<file path="config.mk">
export PLATFORM = sky130hd
export DESIGN_NAME = commit_mon_top
export DESIGN_NICKNAME = d
export VERILOG_FILES = /design/src/hw/commit_mon_pkg.sv /design/src/hw/commit_capture.sv /design/src/hw/commit_order_check.sv /design/src/hw/commit_perf_count.sv /design/src/hw/commit_mon_top.sv
export VERILOG_INCLUDE_DIRS = /design/src /design/src/hw
export SDC_FILE = /design/constraint.sdc
export NUM_CORES = 1
export LEC_CHECK = 0
export ABC_AREA = 0
export ABC_CLOCK_PERIOD_IN_PS = 6850
export BUFFER_PORTS_ARGS = -buffer_cell sky130_fd_sc_hd__buf_2
export CAP_MARGIN = 5
export CORE_AREA = 2 2 314 316
export CTS_CLUSTER_SIZE = 20
export DETAILED_ROUTE_END_ITERATION = 16
export DIE_AREA = 0 0 316 318
export PLACE_DENSITY = 0.59
export SYNTH_ARGS = -nofsm -noshare
export SYNTH_HDL_FRONTEND = slang
export SYNTH_SLANG_ARGS = --single-unit
</file>
<file path="constraint.sdc">
create_clock -name itf -period 6.85 [get_ports itf]
set_clock_uncertainty 0.05 [all_clocks]
set_input_delay 1.37 -clock itf [delete_from_list [all_inputs] [get_ports itf]]
set_output_delay 1.37 -clock itf [all_outputs]
set_load 0.02 [all_outputs]
</file>
<file path="src/hw/commit_mon_config.svh">
`ifndef COMMIT_MON_CONFIG_SVH
`define COMMIT_MON_CONFIG_SVH

// retire lanes per cycle, 1 to 8
`define COMMIT_LANES 4

// retirement order number width
`define ORDER_W 64

// pc and instruction width
`define XLEN 32

// perf counter width
`define COUNT_W 32

`endif

</file>
<file path="src/hw/commit_mon_pkg.sv">
`default_nettype none

`include "commit_mon_config.svh"

package commit_mon_pkg;

    typedef logic [`ORDER_W-1:0] order_t;      // retirement order number
    typedef logic [`XLEN-1:0] word_t;          // insn or pc
    typedef logic [`COMMIT_LANES-1:0] lane_mask_t;
    typedef logic [`COUNT_W-1:0] count_t;

    // number of valid lanes in one cycle, 0 to COMMIT_LANES
    typedef logic [$clog2(`COMMIT_LANES + 1)-1:0] lane_cnt_t;

    typedef enum logic [1:0] {
        mark_none,
        mark_seg_start,
        mark_seg_stop
    } marker_e;

endpackage

`default_nettype wire

</file>
<file path="src/hw/commit_capture.sv">
`timescale 1ns/1ps
`default_nettype none

`include "commit_mon_config.svh"

module commit_capture import commit_mon_pkg::*; (
    input  logic                           itf,
    input  logic                           arst_n,
    input  lane_mask_t                     commit_valid,
    input  order_t  [`COMMIT_LANES-1:0]    commit_order,
    input  word_t   [`COMMIT_LANES-1:0]    commit_insn,
    input  word_t   [`COMMIT_LANES-1:0]    commit_pc_rdata,
    input  word_t   [`COMMIT_LANES-1:0]    commit_pc_wdata,
    output lane_mask_t                     cap_valid,
    output order_t  [`COMMIT_LANES-1:0]    cap_order,
    output lane_mask_t                     cap_halt,
    output marker_e [`COMMIT_LANES-1:0]    cap_marker
);

    localparam word_t INSN_BEQ_SELF = 32'h00000063;   // beq x0,x0,0
    localparam word_t INSN_JAL_SELF = 32'h0000006f;   // jal x0,0
    localparam word_t INSN_HALT_MARK = 32'hF0002013;
    localparam word_t INSN_SEG_START = 32'h00102013;
    localparam word_t INSN_SEG_STOP = 32'h00202013;

    lane_mask_t                  halt_d;
    marker_e [`COMMIT_LANES-1:0] marker_d;

    // per-lane decode, invalid lanes decode to nothing
    always_comb begin
        for (int i = 0; i < `COMMIT_LANES; i++) begin
            halt_d[i] = commit_valid[i] &&
                        ((commit_pc_wdata[i] == commit_pc_rdata[i]) ||
                         (commit_insn[i] == INSN_BEQ_SELF) ||
                         (commit_insn[i] == INSN_JAL_SELF) ||
                         (commit_insn[i] == INSN_HALT_MARK));

            if (!commit_valid[i]) begin
                marker_d[i] = mark_none;
            end else if (commit_insn[i] == INSN_SEG_START) begin
                marker_d[i] = mark_seg_start;
            end else if (commit_insn[i] == INSN_SEG_STOP) begin
                marker_d[i] = mark_seg_stop;
            end else begin
                marker_d[i] = mark_none;
            end
        end
    end

    always_ff @(posedge itf or negedge arst_n) begin
        if (!arst_n) begin
            cap_valid <= '0;
            cap_halt <= '0;
            for (int i = 0; i < `COMMIT_LANES; i++) begin
                cap_marker[i] <= mark_none;
            end
        end else begin
            cap_valid <= commit_valid;
            cap_halt <= halt_d;
            cap_marker <= marker_d;
        end
    end

    always_ff @(posedge itf) begin
        cap_order <= commit_order;
    end

endmodule

`default_nettype wire

</file>
<file path="src/hw/commit_order_check.sv">
`timescale 1ns/1ps
`default_nettype none

`include "commit_mon_config.svh"

module commit_order_check import commit_mon_pkg::*; (
    input  logic                           itf,
    input  logic                           arst_n,
    input  lane_mask_t                     cap_valid,
    input  order_t  [`COMMIT_LANES-1:0]    cap_order,
    input  lane_mask_t                     cap_halt,
    input  marker_e [`COMMIT_LANES-1:0]    cap_marker,
    output lane_mask_t                     chk_valid,
    output lane_mask_t                     chk_halt,
    output marker_e [`COMMIT_LANES-1:0]    chk_marker,
    output logic                           error,
    output order_t                         error_order
);

    order_t    expected;       // order number due in lane 0
    order_t    expected_nxt;
    lane_cnt_t n_valid;
    lane_cnt_t n_above;        // valid lanes above the bad one
    logic      hole;
    logic      bad_found;
    order_t    bad_order;

    // a lane is bad if an invalid lane sits below it or its order is off
    always_comb begin
        n_valid = '0;
        n_above = '0;
        hole = 1'b0;
        bad_found = 1'b0;
        bad_order = '0;
        for (int i = 0; i < `COMMIT_LANES; i++) begin
            if (cap_valid[i]) begin
                if (bad_found) begin
                    n_above = n_above + 1'b1;
                end else if (hole || (cap_order[i] != expected + order_t'(i))) begin
                    bad_found = 1'b1;
                    bad_order = cap_order[i];
                end
                n_valid = n_valid + 1'b1;
            end else begin
                hole = 1'b1;
            end
        end

        if (bad_found) begin
            expected_nxt = bad_order + order_t'(1) + order_t'(n_above);   // resync
        end else begin
            expected_nxt = expected + order_t'(n_valid);
        end
    end

    always_ff @(posedge itf or negedge arst_n) begin
        if (!arst_n) begin
            expected <= '0;
            error <= 1'b0;
            error_order <= '0;
        end else begin
            expected <= expected_nxt;
            if (bad_found && !error) begin
                error <= 1'b1;
                error_order <= bad_order;   // first violation only
            end
        end
    end

    // keep lane info aligned with the perf stage
    always_ff @(posedge itf or negedge arst_n) begin
        if (!arst_n) begin
            chk_valid <= '0;
            chk_halt <= '0;
            for (int i = 0; i < `COMMIT_LANES; i++) begin
                chk_marker[i] <= mark_none;
            end
        end else begin
            chk_valid <= cap_valid;
            chk_halt <= cap_halt;
            chk_marker <= cap_marker;
        end
    end

endmodule

`default_nettype wire

</file>
<file path="src/hw/commit_perf_count.sv">
`timescale 1ns/1ps
`default_nettype none

`include "commit_mon_config.svh"

module commit_perf_count import commit_mon_pkg::*; (
    input  logic                           itf,
    input  logic                           arst_n,
    input  lane_mask_t                     chk_valid,
    input  lane_mask_t                     chk_halt,
    input  marker_e [`COMMIT_LANES-1:0]    chk_marker,
    output logic                           halted,
    output count_t                         retired_total,
    output logic                           seg_done,
    output count_t                         seg_insts,
    output count_t                         seg_cycles
);

    count_t    ins_cnt;        // insns since last start
    count_t    cyc_cnt;        // cycles since last start
    lane_cnt_t n_valid;
    lane_cnt_t above_start;    // valid lanes above the start marker
    lane_cnt_t upto_stop;      // valid lanes up to and including stop
    lane_cnt_t in_seg;         // valid lanes in (start, stop]
    logic      start_hit;
    logic      stop_hit;
    logic      start_first;

    // only the first marker of each kind counts
    always_comb begin
        n_valid = '0;
        above_start = '0;
        upto_stop = '0;
        in_seg = '0;
        start_hit = 1'b0;
        stop_hit = 1'b0;
        start_first = 1'b0;
        for (int i = 0; i < `COMMIT_LANES; i++) begin
            if (chk_valid[i]) begin
                n_valid = n_valid + 1'b1;
                if (start_hit) begin
                    above_start = above_start + 1'b1;
                end
                if (!stop_hit) begin
                    upto_stop = upto_stop + 1'b1;
                end
                if (start_hit && !stop_hit) begin
                    in_seg = in_seg + 1'b1;
                end
            end
            if (!start_hit && chk_marker[i] == mark_seg_start) begin
                start_hit = 1'b1;
                start_first = !stop_hit;
            end
            if (!stop_hit && chk_marker[i] == mark_seg_stop) begin
                stop_hit = 1'b1;
            end
        end
    end

    always_ff @(posedge itf or negedge arst_n) begin
        if (!arst_n) begin
            halted <= 1'b0;
            retired_total <= '0;
        end else begin
            if (|(chk_halt & chk_valid)) begin
                halted <= 1'b1;   // sticky
            end
            retired_total <= retired_total + count_t'(n_valid);
        end
    end

    always_ff @(posedge itf or negedge arst_n) begin
        if (!arst_n) begin
            ins_cnt <= '0;
            cyc_cnt <= '0;
            seg_done <= 1'b0;
            seg_insts <= '0;
            seg_cycles <= '0;
        end else begin
            seg_done <= stop_hit;
            if (stop_hit) begin
                if (start_hit && start_first) begin
                    // start and stop in the same cycle
                    seg_insts <= count_t'(in_seg);
                    seg_cycles <= '0;
                end else begin
                    seg_insts <= ins_cnt + count_t'(upto_stop);
                    seg_cycles <= cyc_cnt + count_t'(1);
                end
            end

            if (start_hit) begin
                ins_cnt <= count_t'(above_start);
                cyc_cnt <= '0;
            end else begin
                ins_cnt <= ins_cnt + count_t'(n_valid);
                cyc_cnt <= cyc_cnt + count_t'(1);
            end
        end
    end

endmodule

`default_nettype wire

</file>
<file path="src/hw/commit_mon_top.sv">
`timescale 1ns/1ps
`default_nettype none

`include "commit_mon_config.svh"

module commit_mon_top import commit_mon_pkg::*; (
    input  logic                           itf,
    input  logic                           arst_n,
    input  lane_mask_t                     commit_valid,
    input  order_t  [`COMMIT_LANES-1:0]    commit_order,
    input  word_t   [`COMMIT_LANES-1:0]    commit_insn,
    input  word_t   [`COMMIT_LANES-1:0]    commit_pc_rdata,
    input  word_t   [`COMMIT_LANES-1:0]    commit_pc_wdata,
    output logic                           error,
    output order_t                         error_order,
    output logic                           halted,
    output count_t                         retired_total,
    output logic                           seg_done,
    output count_t                         seg_insts,
    output count_t                         seg_cycles
);

    lane_mask_t                  cap_valid;
    order_t  [`COMMIT_LANES-1:0] cap_order;
    lane_mask_t                  cap_halt;
    marker_e [`COMMIT_LANES-1:0] cap_marker;

    lane_mask_t                  chk_valid;
    lane_mask_t                  chk_halt;
    marker_e [`COMMIT_LANES-1:0] chk_marker;

    commit_capture u_capture (
        .itf             (itf),
        .arst_n          (arst_n),
        .commit_valid    (commit_valid),
        .commit_order    (commit_order),
        .commit_insn     (commit_insn),
        .commit_pc_rdata (commit_pc_rdata),
        .commit_pc_wdata (commit_pc_wdata),
        .cap_valid       (cap_valid),
        .cap_order       (cap_order),
        .cap_halt        (cap_halt),
        .cap_marker      (cap_marker)
    );

    commit_order_check u_order_check (
        .itf         (itf),
        .arst_n      (arst_n),
        .cap_valid   (cap_valid),
        .cap_order   (cap_order),
        .cap_halt    (cap_halt),
        .cap_marker  (cap_marker),
        .chk_valid   (chk_valid),
        .chk_halt    (chk_halt),
        .chk_marker  (chk_marker),
        .error       (error),
        .error_order (error_order)
    );

    commit_perf_count u_perf_count (
        .itf           (itf),
        .arst_n        (arst_n),
        .chk_valid     (chk_valid),
        .chk_halt      (chk_halt),
        .chk_marker    (chk_marker),
        .halted        (halted),
        .retired_total (retired_total),
        .seg_done      (seg_done),
        .seg_insts     (seg_insts),
        .seg_cycles    (seg_cycles)
    );

endmodule

`default_nettype wire

</file>
==> impl_metrics.yaml <==
global_route:
  grt_pass1_vias: 34500
  grt_overflow: 0
  use_met2_pct: 57.8
  met3_usage_pct: 13.7
  grt_pass1_wl_um: 284000
  grtUsageTotal_pct: 40.8
  antenna_found_initial: 45
  busiest_layer: "met2"
  met1_usage_pct: 56.0
  grt_max_degree: 144
worst_setup_path:
  end_kind: "register"
  r2r_end: "u_order_check.expected[62]"
  arrival_ns: 7.23
  crit_path_start_kind: "register"
  reg2reg_depth: 24
  reg2reg_from: "u_order_check.expected[45]"
  critPathKind: "reg -> reg"
  cp.required_ns: 7.35
  crit_path_max_fanout: 22
  regToRegSetupSlack_ns: 0.13
power:
  power.switching_w: 0.00370
  power_frac_comb_pct: 28.9
  peakVddDrop_uv: 256
  pwr-share-clk_pct: 33.2
  power_density_nw_per_um2: 231
  power_leakage_nw: 19.5
  internal-power_w: 0.00668
  swShare_pct: 35.6
  seq_power_share_pct: 37.9
placed_design:
  place_congestion: 1.09
  place_area_sq_um: 42700
  hpwl_um: 181000
  port_buffers: 808
  place_ws_ns: -0.301
cts:
  cts_tree: "done"
  cts.clk_slew.worst_paths_ns: 0.08
  ctsHoldBuffers: 0
  clk_latency_ns: 0.69
  cts_root_buffer: "clkbuf_16"
  ctsHtreeMaxLevel: 2
  cts_buffers: 59
  cts_sinks: 579
  clk_path_buf_depth: 3
synthesis:
  synth_top_area_share_pct: 23.9
  synthArstFlopShare_pct: 55.8
  synth_compound_area_share_pct: 12.3
  synth_commonest_cells: "430 x xnor2_1, 371 x nand2_1, 323 x dfrtp_1"
  syn-num-nets: 4406
  ys_ff_latch: 579
  ys.flop_type: "dfrtp_1"
  synthAdderAreaFrac_pct: 1.59
  synth_cells: 3720
  syn_area_sq_um: 33700
  ys_top_cells_by_area: "dfrtp_1 24%, dfxtp_1 15%, xnor2_1 11%"
  yosys_warnings: 0
  syn_area_per_cell_sq_um: 9.07
  synth-edff-count: 0
  yosysUniqueCellTypes: 101
  synth_top_family_by_area: "simple AND/OR/NAND/NOR gates"
  synth_most_common_cell: "xnor2_1"
  yosys.area.top_type: "dfrtp_1"
  synth-simple-area-share_pct: 24.1
  synth.area.mux_share_pct: 1.53
  synth-xor-area-share_pct: 17.9
  ys_seq_area_share_pct: 39.1
sta:
  finalHoldViolations: 0
  relSlewSlack_pct: 24.8
  timing.fmax_mhz: 149
  maxSlewViolCount: 0
  finalSetupViolations: 0
  fin_crit_sh_pct: 98.1
  finalWorstSetupSlack_ns: 0.129
  fin_crit_ns: 6.72
  worst_pin_slew_ns: 1.13
  hold-worst-slack_ns: 0.298
  rsz0062_at_grt: "no"
floorplanning:
  num_rows: 115
  start_util_pct: 34.6
  dieArea_sq_um: 100000
  die_h_um: 318
  coreArea_sq_um: 97400
  io_pins: 809
  fp.dieW_um: 316
drt:
  vias: 36600
  wirelength_um: 211000
  drc: 0
  dr.pass1.iters: 6
  ant_nets: 0
  initialDrtViolationCount: 4393
  vias_per_cell: 5.84
  avgRoutedWirePerCell_um: 33.7
final_layout:
  final_core_util_pct: 46.1
  drive_above_1_share_pct: 31.8
  seq_area_sq_um: 13200
  multiInputGateArea_sq_um: 19500
  n_fill_cell: 9629
  fin_area_sq_um: 44900
  syn2layout_area_growth_pct: 33.0
  nNetsFinal: 5583
hold_path:
  hold_end: "u_order_check.chk_marker[6]"
  min-delay-path-class: "reg -> reg"
  hp-start: "u_capture.cap_marker[6]"
  hold_depth: 0
job:
  maxCapViolCount: 0
run_status:
  status: "finished, final reports clean"
-- per-layer routing --
metal,part of all wire [%],vias to the layer above
li1,-,15800
met1,42,18000
met2,41,2311
met3,13,435
met4,4.8,24
met5,0.079,-
-- critical path: stages (launching register included) --
cell,delay (ns)
dfrtp_1,0.36
buf_4,0.25
nand4_1,0.24
or4_1,0.58
buf_4,0.21
nor4_1,0.81
buf_4,0.25
xnor2_1,0.11
nor3_1,0.05
and4_1,0.21
buf_4,0.16
nand4_4,0.18
buf_4,0.21
buf_12,0.17
buf_4,0.15
buf_4,0.13
a31oi_1,0.16
o311a_1,0.47
nor4_2,0.58
buf_4,0.22
nand2_1,0.06
nor4_1,0.25
buf_4,0.18
and4b_1,0.21
mux2_1,0.32
-- per-stage QoR --
step / power (W) / setup TNS (ns) / instances
detailed placement: 0.00687 / -1.23 / 6123
global route: 0.0107 / 0 / 6233
global placement: 0.00688 / -3.88 / 6123
CTS: 0.0103 / 0 / 6232
floorplan: 0.00529 / 0 / 3720
finish: 0.0104 / 0 / 6262
-- flip-flops by register name, summed over array words and instances, names as in the netlist --
register,cells
u_perf_count.seg_done,1
u_perf_count.cyc_cnt,32
u_order_check.error,1
u_capture.cap_valid,4
u_perf_count.retired_total,32
u_perf_count.seg_cycles,32
u_capture.cap_marker,8
u_order_check.error_order,64
u_order_check.chk_marker,8
u_perf_count.halted,1
u_capture.cap_order,256
u_capture.cap_halt,4
u_order_check.expected,64
u_perf_count.seg_insts,32
u_order_check.chk_halt,4
u_perf_count.ins_cnt,32
u_order_check.chk_valid,4
-- timing repair --
| item | 4_1_cts | 5_1_grt |
|---|---|---|
| setup buffers | 0 | 0 |
| resized for setup | 3 | 3 |
| endpoints found under the setup margin | 16 | 8 |
| endpoints found under the hold margin | 0 | 0 |
-- worst max path at each step --
stage	cells after the start	slack [ns]	startpoint	to
6_report	24	0.13	u_order_check.expected[45]	u_order_check.expected[62]
5_1_grt	22	0.04	u_order_check.expected[1]	u_order_check.expected[62]
4_1_cts	22	0.04	u_order_check.expected[35]	u_order_check.expected[58]
3_5_place_dp	22	-0.30	u_order_check.expected[3]	u_order_check.expected[58]
3_3_place_gp	22	-0.36	u_order_check.expected[3]	u_order_check.expected[58]
2_1_floorplan	28	0.01	u_order_check.expected[1]	u_order_check.expected[62]
-- cells by family after synthesis --
| kind of cell | count (synthesis) |
|---|---|
| simple gates | 1481 |
| fa+ha+maj | 40 |
| flops | 579 |
| mux | 48 |
| compound gates | 611 |
| xor+xnor | 687 |
| buf+inv | 274 |
-- final cells by class --
type / count / share of cell area, %
timing repair buffer: 1329 / 18.3
clock buffer: 73 / 3.61
clock inverter: 36 / 0.993
tap: 1287 / 3.59
inverter: 61 / 0.510
antenna: 30 / 0.167
sequential: 579 / 29.4
multi-input combinational: 2867 / 43.4
-- power by group through the flow --
stage | logic [W] | registers (W) | clock network [W]
detailed placement | 0.00288 | 0.00399 | 0
global placement | 0.00290 | 0.00398 | 0
floorplan | 0.00136 | 0.00393 | 0
finish | 0.00300 | 0.00394 | 0.00345
global route | 0.00311 | 0.00395 | 0.00364
CTS | 0.00289 | 0.00392 | 0.00351
-- cell usage in the layout, fill, tap and decap left out, types with 28 or more instances in the layout --
cell type / instances
xor2_1: 255
o21ai_0: 165
or3_1: 30
and3_1: 81
clkbuf_16: 59
buf_4: 503
nand4_1: 172
dfxtp_1: 256
and4_1: 47
a31oi_1: 56
nand3_1: 133
ha_1: 35
inv_1: 59
a21oi_1: 62
nor4_1: 108
a211oi_1: 45
nor2_1: 236
buf_2: 807
or4_1: 28
nor3_1: 102
diode_2: 30
o31ai_1: 49
xnor2_1: 430
dfrtp_1: 321
nand2_1: 371
Power figures use the tool's default switching activity.
